$ cat config.mk
export PLATFORM = sky130hd
export DESIGN_NAME = access_decode
export DESIGN_NICKNAME = d
export VERILOG_FILES = /design/src/source/mem_op_pkg.sv /design/src/source/mem_bus_pkg.sv /design/src/source/access_decode.sv
export VERILOG_INCLUDE_DIRS = /design/src /design/src/source
export SDC_FILE = /design/constraint.sdc
export NUM_CORES = 1
export LEC_CHECK = 0
export ABC_AREA = 1
export BUFFER_PORTS_ARGS = -buffer_cell sky130_fd_sc_hd__buf_2
export CAP_MARGIN = 20
export CORE_AREA = 2 2 88 90
export DETAILED_ROUTE_END_ITERATION = 10
export DIE_AREA = 0 0 90 92
export PLACE_DENSITY = 0.69
export SETUP_SLACK_MARGIN = 0.05
export SLEW_MARGIN = 0
export SYNTH_ARGS = -nofsm -noshare
export SYNTH_HDL_FRONTEND = slang
export SYNTH_SLANG_ARGS = --single-unit
$ cat constraint.sdc
create_clock -name vclk -period 1
set_input_delay 0.05 -clock vclk [all_inputs]
set_output_delay 0.05 -clock vclk [all_outputs]
set_load 0.1 [all_outputs]
$ cat src/source/dmem_defs.svh
`ifndef DMEM_DEFS_SVH
`define DMEM_DEFS_SVH

// data path width in bits
`define DMEM_DATA_W 64

// byte address width as seen by the memory stage
`define DMEM_ADDR_W 64

// log2 of the number of doublewords held by the RAM
`define DMEM_DEPTH_LOG2 9

`endif

$ cat src/source/mem_op_pkg.sv
`include "dmem_defs.svh"

package mem_op_pkg;

  // memory-stage operations, loads first, then stores
  typedef enum logic [3:0] {
    op_lb  = 4'd0,
    op_lh  = 4'd1,
    op_lw  = 4'd2,
    op_ld  = 4'd3,
    op_lbu = 4'd4,
    op_lhu = 4'd5,
    op_lwu = 4'd6,
    op_sb  = 4'd7,
    op_sh  = 4'd8,
    op_sw  = 4'd9,
    op_sd  = 4'd10
  } mem_op_e;

  // request from the execute stage, one per valid cycle
  typedef struct packed {
    logic                    valid;
    mem_op_e                 op;
    logic [`DMEM_ADDR_W-1:0] addr;
    logic [`DMEM_DATA_W-1:0] wdata;
  } mem_req_t;

endpackage

$ cat src/source/mem_bus_pkg.sv
`include "dmem_defs.svh"

package mem_bus_pkg;

  // port into the byte-writable RAM
  typedef struct packed {
    logic                          en;
    logic                          we;
    logic [`DMEM_DEPTH_LOG2-1:0]   index;
    logic [`DMEM_DATA_W/8-1:0]     wmask;
    logic [`DMEM_DATA_W-1:0]       wdata;
  } ram_req_t;

  // what the load side needs once the read word arrives
  typedef struct packed {
    logic                  valid;
    mem_op_pkg::mem_op_e   op;
    logic [2:0]            offset;
    logic                  misaligned;
  } load_tag_t;

endpackage

$ cat src/source/access_decode.sv
`include "dmem_defs.svh"

module access_decode (
  input  mem_op_pkg::mem_req_t   req,
  output mem_bus_pkg::ram_req_t  ram_req,
  output mem_bus_pkg::load_tag_t tag,
  output logic                   misaligned
);

  logic                          is_load;
  logic                          is_store;
  logic [1:0]                    size;
  logic [2:0]                    offset;
  logic                          bad_align;
  logic                          store_ok;
  logic [`DMEM_DATA_W/8-1:0]     size_mask;

  assign offset = req.addr[2:0];

  // opcode class and access size (0 byte, 1 half, 2 word, 3 double)
  always_comb begin
    is_load  = 1'b0;
    is_store = 1'b0;
    size     = 2'd0;
    case (req.op)
      mem_op_pkg::op_lb,
      mem_op_pkg::op_lbu: begin
        is_load = 1'b1;
        size    = 2'd0;
      end
      mem_op_pkg::op_lh,
      mem_op_pkg::op_lhu: begin
        is_load = 1'b1;
        size    = 2'd1;
      end
      mem_op_pkg::op_lw,
      mem_op_pkg::op_lwu: begin
        is_load = 1'b1;
        size    = 2'd2;
      end
      mem_op_pkg::op_ld: begin
        is_load = 1'b1;
        size    = 2'd3;
      end
      mem_op_pkg::op_sb: begin
        is_store = 1'b1;
        size     = 2'd0;
      end
      mem_op_pkg::op_sh: begin
        is_store = 1'b1;
        size     = 2'd1;
      end
      mem_op_pkg::op_sw: begin
        is_store = 1'b1;
        size     = 2'd2;
      end
      mem_op_pkg::op_sd: begin
        is_store = 1'b1;
        size     = 2'd3;
      end
      default: begin
        is_load  = 1'b0;
        is_store = 1'b0;
      end
    endcase
  end

  // natural alignment where bytes never fault
  always_comb begin
    case (size)
      2'd0:    bad_align = 1'b0;
      2'd1:    bad_align = offset[0];
      2'd2:    bad_align = |offset[1:0];
      default: bad_align = |offset;
    endcase
  end

  // lanes covered by the access before shifting to the offset
  always_comb begin
    case (size)
      2'd0:    size_mask = 8'h01;
      2'd1:    size_mask = 8'h03;
      2'd2:    size_mask = 8'h0f;
      default: size_mask = 8'hff;
    endcase
  end

  assign misaligned = req.valid && (is_load || is_store) && bad_align;
  assign store_ok   = req.valid && is_store && !bad_align;

  assign ram_req.en    = req.valid && (is_load || is_store) && !bad_align;
  assign ram_req.we    = store_ok;
  assign ram_req.index = req.addr[`DMEM_DEPTH_LOG2+2:3];
  assign ram_req.wmask = store_ok ? (size_mask << offset) : '0;
  assign ram_req.wdata = req.wdata << {offset, 3'b000};

  assign tag.valid      = req.valid && is_load;
  assign tag.op         = req.op;
  assign tag.offset     = offset;
  assign tag.misaligned = bad_align;

  // a write must start on a multiple of its own lane count
  always_comb begin
    if (ram_req.we) begin
      assert ((offset & 3'($countones(ram_req.wmask) - 1)) == 3'd0)
        else $error("misaligned request reached the RAM write port");
    end
  end

endmodule

==> flow_metrics.py <==
metrics = {
    "run_status": {
        "violations_in_the_final_reports": "setup timing",
        "outcome": "finished, violations left",
    },
    "critical_path": {
        "critical-path-top-delay-family": "buffers and inverters",
        "timing.critical_path.mode_cell": "buf_12",
        "arrival_time_of_data_at_the_critical_path_endpoint_ns": 1.21,
        "timing.critical_path.depth": 8,
        "crit_path_max_incr_delay_ns": 0.28,
        "crit_path_max_fanout": 5,
        "worst_setup_path_endpoint": "ram_req[36]",
        "setup.worst_path.end_class": "primary output",
        "crit_start": "req[64]",
        "timing.critical_path.required_ns": 0.95,
        "crit_type": "input pin to primary output",
        "critPathSlowestCell": "mux2i_2",
        "worstPathBufferInverterCount": 4,
        "critical_path.startpoint_type": "input pin",
        "worstPathCellList": "buf_12 > buf_12 > buf_8 > mux2i_2 > nand2_1 > nand3_1 > o21ai_4 > buf_12",
    },
    "final_layout": {
        "area.growth.synth_to_final_pct": 203.1,
        "nets": 744,
        "clkbuf_count": 0,
        "filler_cell_count": 383,
        "final_cells": 711,
        "combined_area_of_the_multi_input_logic_cells_um2": 3167,
        "ff_latch_area_um2": 0,
        "final_util_pct": 85.50,
        "n_antenna_cell": 0,
        "flops_and_latches": 0,
        "drive_above_1_share_pct": 73.56,
    },
    "global_route": {
        "grt_util_all_layers_pct": 29.26,
        "grt_max_degree": 28,
        "grt_pass1_wl_um": 20000,
        "gr-total-overflow": 0,
        "antenna_found_initial": 0,
        "via_count_of_the_first_global_routing_pass": 3979,
    },
    "floorplanning": {
        "die_h_um": 92,
        "rows": 32,
        "die_area_um2": 8280,
        "core_area_um2": 7447,
        "initial_utilization_pct": 28.21,
        "die_x_um": 90,
        "ioPinCount": 226,
    },
    "hold_path": {
        "hold_path.class": "input pin to primary output",
    },
    "timing": {
        "fmaxAchievable_mhz": 794.0,
        "final_min_period_over_clock_period_pct": 125.9,
        "hold_viol": 0,
        "relSlewSlack_pct": 68.03,
        "setup_viol": 76,
        "fin_crit_ns": 1.259,
        "max_slew.worst_pin.slew_ns": 0.4829,
        "rsz_0062_raised_after_global_routing": "true",
        "postLayoutSetupSlackWorst_ns": -0.2595,
        "maxSlewViolCount": 0,
    },
    "logic_synthesis": {
        "postSynthAreaPerCell_um2": 4.885,
        "synthDominantCellAreaShare_pct": 23.76,
        "mappedNetlistNets": 563,
        "most_common_cell_in_the_synthesized_netlist": "nand2_1",
        "count_of_synthesis_stage_warnings_from_yosys": 0,
        "top_post_synthesis_cells_by_count": "nand2_1, o21ai_0, nor2_1",
        "syn_inst": 430,
        "synth_cell_types": 26,
        "synth_sequential_area_ratio_pct": 0,
        "synth_top_cells_by_area": "nand2_1, o21ai_0, nand3_1",
        "synth_area_um2": 2101,
        "yosys.area.top_type": "nand2_1",
    },
    "route": {
        "drtIter0Drc": 186,
        "drt-wirelength-per-cell_um": 18.66,
        "remaining_drc_errors": 0,
        "drt-vias-per-instance": 5.297,
        "firstDrtPassIters": 4,
        "postRouteAntennaNets": 0,
        "route.vias.total": 3766,
        "drt_wl_total_um": 13270,
    },
    "placed_design": {
        "place_ws_ns": -0.3856,
        "dpl.cell_count": 700,
        "place.gp.congestion": 0.8742,
        "hpwlAfterDp_um": 8674,
        "port_buffers": 156,
    },
    "power": {
        "peakVddDrop_v": 0.0006455,
        "powerDensity_nw_per_um2": 838.8,
        "leakage_nw": 2.738,
    },
    "flow_run": {
        "maxCapViolCount": 0,
    },
}
final cells by class:
cell class / instances / share of cell area (%)
timing repair buffer: 227 / 45.67
multi-input combinational: 343 / 49.73
inverter: 39 / 2.594
tap: 102 / 2.004
routing by layer:
metal | share of wire [%] | vias up | track usage (%)
met5 | 0 | - | 0
met4 | 3.0 | 0 | 10.13
met3 | 5.7 | 38 | 4.026
met2 | 57 | 176 | 58.33
met1 | 34 | 1801 | 31.16
li1 | - | 1751 | -
cell usage in the layout, fill, tap and decap left out, types with 11 or more instances in the layout:
cell,Yosys,final
o21ai_4,0,51
nor2_4,1,41
nand3_1,49,24
nand2_4,0,15
inv_2,2,15
buf_4,23,44
inv_1,36,21
buf_12,0,98
nand2_2,2,22
mux2i_4,0,11
nand2_1,133,96
nand3_2,2,24
buf_2,12,68
cells by family after synthesis:
family                 share of synthesized area, %
multiplexers                                  9.529
buffers and inverters                         21.68
AO/OA/AOI/OAI                                 20.73
AND/OR/NAND/NOR                               48.06
per-stage QoR:
stage	TNS, ns	power (W)	cell area (um^2)	hold WS (ns)
2_1_floorplan	-17.79	0.003277	3020	0.3115
3_3_place_gp	-16.75	0.004643	5360	0.1007
3_5_place_dp	-19.91	0.004720	5360	0.1007
4_1_cts	-10.95	0.005107	6088	0.1007
5_1_grt	-15.81	0.005508	6367	0.1001
6_report	-12.79	0.005341	6367	0.1000
what timing repair did:
| item | in CTS | in global routing |
|---|---|---|
| pin swaps | 62 | 18 |
| gates cloned | 4 | 0 |
| setup endpoints to repair | 78 | 77 |
| hold buffers | 0 | 0 |
| buffers inserted | 5 | 2 |
| resized for setup | 138 | 54 |
worst min-delay path by stage:
stage / from / end / slack (ns) / cells past startpoint
CTS: req[73] / ram_req[78] / 0.10 / 0
detailed placement: req[73] / ram_req[78] / 0.10 / 0
floorplan: req[67] / ram_req[72] / 0.31 / 1
global route: req[72] / ram_req[77] / 0.10 / 0
global placement: req[73] / ram_req[78] / 0.10 / 0
finish: req[72] / ram_req[77] / 0.10 / 0
power breakdown:
part	switching (W)	internal, W	leakage [nW]
combinational	0.00339	0.00195	2.74
clock	0	0	0
sequential	0	0	0
Note: power is estimated with default switching activity, not from simulation.
