==> config.mk <==
export PLATFORM = sky130hd
export DESIGN_NAME = load_align
export DESIGN_NICKNAME = d
export VERILOG_FILES = /design/src/source/mem_op_pkg.sv /design/src/source/mem_bus_pkg.sv /design/src/source/load_align.sv
export VERILOG_INCLUDE_DIRS = /design/src /design/src/source
export SDC_FILE = /design/constraint.sdc
export NUM_CORES = 1
export LEC_CHECK = 0
export BUFFER_PORTS_ARGS = -buffer_cell sky130_fd_sc_hd__buf_2
export CAP_MARGIN = 20
export CORE_MARGIN = 4
export CORE_UTILIZATION = 35
export CTS_BUF_LIST = sky130_fd_sc_hd__clkbuf_16
export DETAILED_ROUTE_END_ITERATION = 10
export SYNTH_ARGS = -nofsm -noshare
export SYNTH_HDL_FRONTEND = slang
export SYNTH_SLANG_ARGS = --single-unit
==> constraint.sdc <==
create_clock -name clk -period 4.14 [get_ports clk]
set_clock_uncertainty 0.1 [all_clocks]
set_input_delay 0.207 -clock clk [delete_from_list [all_inputs] [get_ports clk]]
set_output_delay 0.207 -clock clk [all_outputs]
set_load 0.1 [all_outputs]
==> src/source/dmem_defs.svh <==
`ifndef DMEM_DEFS_SVH
`define DMEM_DEFS_SVH

// data path width in bits
`define DMEM_DATA_W 64

// byte address width as seen by the memory stage
`define DMEM_ADDR_W 64

// log2 of the number of doublewords held by the RAM
`define DMEM_DEPTH_LOG2 9

`endif

==> src/source/mem_op_pkg.sv <==
`include "dmem_defs.svh"

package mem_op_pkg;

  // memory-stage operations, loads first, then stores
  typedef enum logic [3:0] {
    op_lb  = 4'd0,
    op_lh  = 4'd1,
    op_lw  = 4'd2,
    op_ld  = 4'd3,
    op_lbu = 4'd4,
    op_lhu = 4'd5,
    op_lwu = 4'd6,
    op_sb  = 4'd7,
    op_sh  = 4'd8,
    op_sw  = 4'd9,
    op_sd  = 4'd10
  } mem_op_e;

  // request from the execute stage, one per valid cycle
  typedef struct packed {
    logic                    valid;
    mem_op_e                 op;
    logic [`DMEM_ADDR_W-1:0] addr;
    logic [`DMEM_DATA_W-1:0] wdata;
  } mem_req_t;

endpackage

==> src/source/mem_bus_pkg.sv <==
`include "dmem_defs.svh"

package mem_bus_pkg;

  // port into the byte-writable RAM
  typedef struct packed {
    logic                          en;
    logic                          we;
    logic [`DMEM_DEPTH_LOG2-1:0]   index;
    logic [`DMEM_DATA_W/8-1:0]     wmask;
    logic [`DMEM_DATA_W-1:0]       wdata;
  } ram_req_t;

  // what the load side needs once the read word arrives
  typedef struct packed {
    logic                  valid;
    mem_op_pkg::mem_op_e   op;
    logic [2:0]            offset;
    logic                  misaligned;
  } load_tag_t;

endpackage

==> src/source/load_align.sv <==
`include "dmem_defs.svh"

module load_align (
  input  logic                    clk,
  input  logic                    reset,
  input  mem_bus_pkg::load_tag_t  tag,
  input  logic [`DMEM_DATA_W-1:0] rword,
  output logic                    rvalid,
  output logic [`DMEM_DATA_W-1:0] rdata
);

  mem_bus_pkg::load_tag_t  tag_q;
  logic [`DMEM_DATA_W-1:0] shifted;

  // tag lines up with the registered read word
  always_ff @(posedge clk) begin
    if (reset) begin
      tag_q.valid <= 1'b0;
    end else begin
      tag_q <= tag;
    end
  end

  // addressed lanes down to bit 0
  assign shifted = rword >> {tag_q.offset, 3'b000};

  always_comb begin
    if (tag_q.misaligned) begin
      rdata = '0;
    end else begin
      case (tag_q.op)
        mem_op_pkg::op_lb:  rdata = {{56{shifted[7]}}, shifted[7:0]};
        mem_op_pkg::op_lh:  rdata = {{48{shifted[15]}}, shifted[15:0]};
        mem_op_pkg::op_lw:  rdata = {{32{shifted[31]}}, shifted[31:0]};
        mem_op_pkg::op_lbu: rdata = {56'd0, shifted[7:0]};
        mem_op_pkg::op_lhu: rdata = {48'd0, shifted[15:0]};
        mem_op_pkg::op_lwu: rdata = {32'd0, shifted[31:0]};
        mem_op_pkg::op_ld:  rdata = shifted;
        // stores never raise valid
        default:            rdata = '0;
      endcase
    end
  end

  assign rvalid = tag_q.valid;

  // each result belongs to a load opcode
  assert property (@(posedge clk) disable iff (reset)
                   rvalid |-> tag_q.op inside {mem_op_pkg::op_lb, mem_op_pkg::op_lh,
                                               mem_op_pkg::op_lw, mem_op_pkg::op_ld,
                                               mem_op_pkg::op_lbu, mem_op_pkg::op_lhu,
                                               mem_op_pkg::op_lwu})
    else $error("load_align: rvalid for a non-load opcode");

endmodule

==> reports/results.ini, run 1 <==
[run_status]
status=finished, final reports clean

[worst_setup_path]
critPathKind=reg -> out
crit_path_max_incr_delay_ps=820
crit_buf_inv=2
start_kind=register
cp_top_family=compound AO/OA/AOI/OAI gates
path_cells=buf_4 -> nand2b_1 -> a21oi_1 -> o211ai_4 -> a41oi_1 -> buf_2
crit_arrival_ps=3000
critPathMaxFanout=46
cp-end-kind=primary output
cp_num_cells=6
required_ps=3830
crit_slowest_cell=o211ai_4

[min_path]
min_path_cells=2
hold_class=in -> reg

[global_route]
grt_max_degree=57
grt_pass1_wl_um=16900
groute.usage.overall_pct=20.3
antenna_found_initial=0
gr-total-overflow=0
grt_pass1_vias=3294

[job]
maxCapViolations=0

[cells_and_area]
nets=527
utilization_pct=43.9
area_growth_pct=22.6
drive_above_1_share_pct=50.1
stdcell_count=559
antenna_cells=0

[power_and_ir_drop]
power_leakage_uw=0.00155
pwr-share-comb_pct=67.8
p_int_uw=429
switchingPower_uw=444
power_density_nw_per_um2=229
clock_power_share_pct=18.7
ir_drop_v=0.000303
p_seq_share_pct=13.6
switching_share_pct=50.9

[drt]
top_layer=met4
drt_iter0_drc=259
wire_per_inst_um=20.0
drc=0
viasPerCell=6.05
route.layer.met1.wl_um=4400
wirelength_um=11200
wl_met3_um=839
postRouteAntennaNets=0
dr.pass1.iters=4
vias=3383
wl_met2_um=5690

[floorplan]
num_io_pins=140
die_w_um=102
coreArea_sq_um=8680
die_area_sq_um=10400
die_h_um=102
start_util_pct=35.8
num_rows=34

[sta]
slew_headroom_pct=35.6
tns_ps=0
finalMaxSlewViolations=0
rsz0062_at_grt=no
period_share_pct=79.8
hold_viol=0
finalSetupViolCount=0
tightest_slew_ps=962
fmax_mhz=303
fin_crit_ps=3310
setup_ws_ps=835

[logic_synthesis]
synth_nets=419
ys_ff_latch=9
synth.avg_cell_area_sq_um=9.03
synth_cell_types=41
syn_inst=344
yosys_warnings=0
synth_area_sq_um=3110
ys_seq_area_share_pct=8.38

[place]
port-buffer-count=139
place_ws_ps=1100
placed_cells=554
dp_hpwl_um=8380
gp_congestion=0.800

[clock_network]
htreeDepth=1
cts_tree=yes
cts_buffers=3
clkSlewWorstSetupHoldPaths_ps=40
clock-root-buffer=clkbuf_16
clockBufferDepth=2
clock-sinks=9
post_cts_buffers=0
ctsResizeCount=0
hold_buffers=0

==> layout by cell type, fill, tap and decap left out, types with 2 or more instances in the layout <==
master,instances
a21oi_2,7
nand2_1,71
mux4_2,29
nand4_1,2
inv_1,4
nand3_1,3
o2bb2ai_1,14
nor4_1,2
nor2b_1,6
nand2b_1,15
o211ai_1,9
a21oi_1,9
clkbuf_16,3
nor3_2,2
a41oi_2,12
mux2_2,15
a31oi_1,16
edfxtp_1,8
a22o_1,8
mux2i_1,28
buf_2,139
a41oi_1,20
buf_4,10
nor2_1,5
==> final timing paths <==
path	startpoint	to	slack, ps
max	tag_q[2]$_DFFE_PN_	rdata[60]	830
min	reset	rvalid$_SDFF_PP0_	50
==> synth_stat cells, drive strengths merged <==
cell type  number  area (sq um)
nand2b         15          93.8
and3            1          6.26
mux2i          28           280
nand2          71           267
o2bb2ai        14           123
o211ai         10          80.1
nor4            2          12.5
nand4           2          12.5
nor3            4          41.3
a2bb2oi         1          15.0
a22o            8          70.1
buf            37           263
edfxtp          8           240
a211oi          1          12.5
a21oi          16           106
or3             1          6.26
mux2           15           169
inv             4          15.0
a22oi           2          20.0
nand3           3          15.0
nor2b           6          37.5
a41oi          32           370
mux4           29           653
a31oi          16           100
or2             1          6.26
nor2            5          18.8
nand4bb         1          11.3
dfxtp           1          20.0
clkbuf         10          41.3
==> logic make-up after synthesis <==
kind of cell / after synthesis / synth area share, %
and+or+nand+nor: 112 / 17.0
AOI/OAI and AO/OA: 100 / 28.9
muxes: 72 / 35.5
buffers and inverters: 51 / 10.3
DFF: 9 / 8.38
==> layout make-up <==
| class | count | area (sq um) |
|---|---|---|
| clock buffer | 3 | 75.1 |
| fill | 904 | 4870 |
| tap | 108 | 135 |
| multi-input combinational | 284 | 2540 |
| sequential | 9 | 260 |
| timing repair buffer | 150 | 782 |
| inverter | 4 | 15.0 |
| clock inverter | 1 | 3.75 |
==> power groups by stage <==
stage	combinational [uW]	clock (uW)	sequential [uW]
floorplan	471	0	118
finish	592	163	118
global placement	584	0	118
CTS	590	166	118
global route	626	171	119
detailed placement	588	0	119
==> sequential cells by signal (all words and copies together), names as in the netlist <==
name and count:
rvalid 1, tag_q 8
==> metal layers <==
layer	track usage, %	up-vias
li1	-	1578
met1	25.9	1651
met2	36.6	141
met3	2.05	13
met4	5.05	0
met5	0	-
==> metrics by stage <==
step | instance area, sq um | hold WS [ps] | total power, uW
after floorplan | 3110 | 179 | 589
after global placement | 3720 | 279 | 702
after detailed placement | 3720 | 285 | 707
after CTS | 3800 | 47.2 | 874
after global routing | 3810 | 45.5 | 916
final | 3810 | 47.7 | 873
(Power assumes the default switching activity.)
==> run 2: changes to the inputs <==
==> constraint.sdc (replaced) <==
create_clock -name clk -period 3.06 [get_ports clk]
set_clock_uncertainty 0.1 [all_clocks]
set_input_delay 0.153 -clock clk [delete_from_list [all_inputs] [get_ports clk]]
set_output_delay 0.153 -clock clk [all_outputs]
set_load 0.1 [all_outputs]
==> reports/results.ini, run 2 (synthesis gave the netlist of run 1 again) <==
[global_route]
grt_max_degree=57  ; unchanged
grt_util_met1_pct=29.6  ; +3.7 points
busiest_layer=met2
grt_pass1_vias=3533  ; +7.3%
use_met3_pct=1.57  ; -0.48 points
groute.usage.overall_pct=22.3  ; +2.0 points
gr-total-overflow=0  ; unchanged
met2_usage_pct=39.6  ; +3.0 points
antenna_found_initial=0  ; unchanged
grt_pass1_wl_um=18700  ; +10%

[drt]
dr.pass1.iters=4  ; unchanged
viasPerCell=6.13  ; +1.2%
postRouteAntennaNets=0  ; unchanged
drc=0  ; unchanged
wirelength_um=12000  ; +7.4%
drt_iter0_drc=285  ; +10%
vias=3516  ; +3.9%
wire_per_inst_um=20.9  ; +4.6%

[clock_network]
cts_buffers=3  ; unchanged
clkSlewWorstSetupHoldPaths_ps=40  ; about the same
cts_tree=yes
clock-sinks=9  ; unchanged
ctsResizeCount=0  ; unchanged
hold_buffers=9  ; +9
post_cts_buffers=0  ; unchanged
clock-root-buffer=clkbuf_16
clockBufferDepth=2  ; unchanged
htreeDepth=1  ; unchanged

[power_and_ir_drop]
p_int_uw=682  ; +59%
switchingPower_uw=639  ; +44%
power_density_nw_per_um2=265  ; +16%
p_seq_share_pct=12.0  ; -1.6 points
power_leakage_uw=0.00181  ; +17%
pwr-share-comb_pct=71.0  ; +3.2 points
switching_share_pct=48.4  ; -2.5 points
ir_drop_v=0.000358  ; +18%
clock_power_share_pct=16.9  ; -1.8 points

[sta]
setup_ws_ps=195  ; -640 ps
period_share_pct=93.6
tightest_slew_ps=789  ; -173 ps
fin_crit_ps=2870
whs_ps=43.7  ; -3.97 ps
finalMaxSlewViolations=0  ; unchanged
slew_headroom_pct=47.4  ; +12 points
hold_viol=0  ; unchanged
finalSetupViolCount=0  ; unchanged
tns_ps=0  ; unchanged
rsz0062_at_grt=no
fmax_mhz=349

[cells_and_area]
nFillCells=756  ; -16%
area_growth_pct=60.5
antenna_cells=0  ; unchanged
utilization_pct=57.4  ; +14 points
stdcell_count=574  ; +2.7%
drive_above_1_share_pct=53.9  ; +3.8 points
most-common-layout-cells=buf_2, nand2_1, buf_12
layout_commonest_cell=buf_2
largest_reg_flops=8  ; unchanged
nets=542  ; +2.8%
top_register=tag_q

[worst_setup_path]
cp_top_family=simple AND/OR/NAND/NOR gates
critPathMaxFanout=29  ; -37%
crit_slowest_cell=or3_2
crit_path_max_incr_delay_ps=780  ; -40 ps
cp-end-kind=primary output
path_cells=and3_1 -> or3_2 -> buf_12 -> a21oi_1 -> buf_2
required_ps=2810  ; -1020 ps
crit_arrival_ps=2610  ; -390 ps
cp_num_cells=5  ; -1
crit_buf_inv=2  ; unchanged
start_kind=register
critPathKind=reg -> out

[min_path]
min_path_cells=2  ; unchanged
min_to=rvalid$_SDFF_PP0_
hp-start=tag[8]
hold_class=in -> reg

[floorplan]
die_h_um=102  ; unchanged
num_io_pins=140  ; unchanged
coreArea_sq_um=8680  ; unchanged
start_util_pct=35.8  ; unchanged
die_area_sq_um=10400  ; unchanged
num_rows=34  ; unchanged
die_w_um=102  ; unchanged

[place]
port-buffer-count=139  ; unchanged
place_ws_ps=460  ; -645 ps
dp_hpwl_um=8900  ; +6.3%
gp_congestion=0.810  ; +1.3%
placed_cells=561  ; +1.3%

[run_status]
status=finished, final reports clean

[job]
maxCapViolations=0  ; unchanged

## run 2: final cells by class
type | instances | area (sq um) | share of cell area [%]
clock inverter | 1 | 3.75 | 0.0753
timing repair buffer | 165 | 1830 | 36.6
multi-input combinational | 284 | 2670 | 53.5
sequential | 9 | 260 | 5.22
clock buffer | 3 | 75.1 | 1.51
inverter | 4 | 15.0 | 0.301
tap | 108 | 135 | 2.71
## run 2: how the worst max path moves through the flow
stage / startpoint / slack (ps) / to
4_1_cts: tag_q[4]$_DFFE_PN_ / 200 / rdata[5]
2_1_floorplan: tag_q[2]$_DFFE_PN_ / -240 / rdata[22]
6_report: tag_q[6]$_DFFE_PN_ / 190 / rdata[5]
3_3_place_gp: tag_q[4]$_DFFE_PN_ / 480 / rdata[5]
3_5_place_dp: tag_q[4]$_DFFE_PN_ / 460 / rdata[5]
5_1_grt: tag_q[6]$_DFFE_PN_ / 80 / rdata[5]
## run 2: through the flow
stage	power, uW	instance area [sq um]
detailed placement	1080	4820
finish	1320	4980
global placement	1070	4820
global route	1380	4980
CTS	1320	4980
floorplan	807	3240
## run 2: power by group through the flow
stage / logic, uW / clock network [uW] / registers, uW
after global routing: 984 / 237 / 161
after CTS: 935 / 228 / 159
after floorplan: 647 / 0 / 160
after global placement: 911 / 0 / 159
after detailed placement: 924 / 0 / 161
final: 938 / 224 / 159
## run 2: per-layer routing
layer  wire [um]  vias up  share of wire, %
li1            -     1608                 -
met1        4730     1723                39
met2        6210      168                52
met3         847       17               7.1
met4         197        0               1.6
met5           0        -                 0
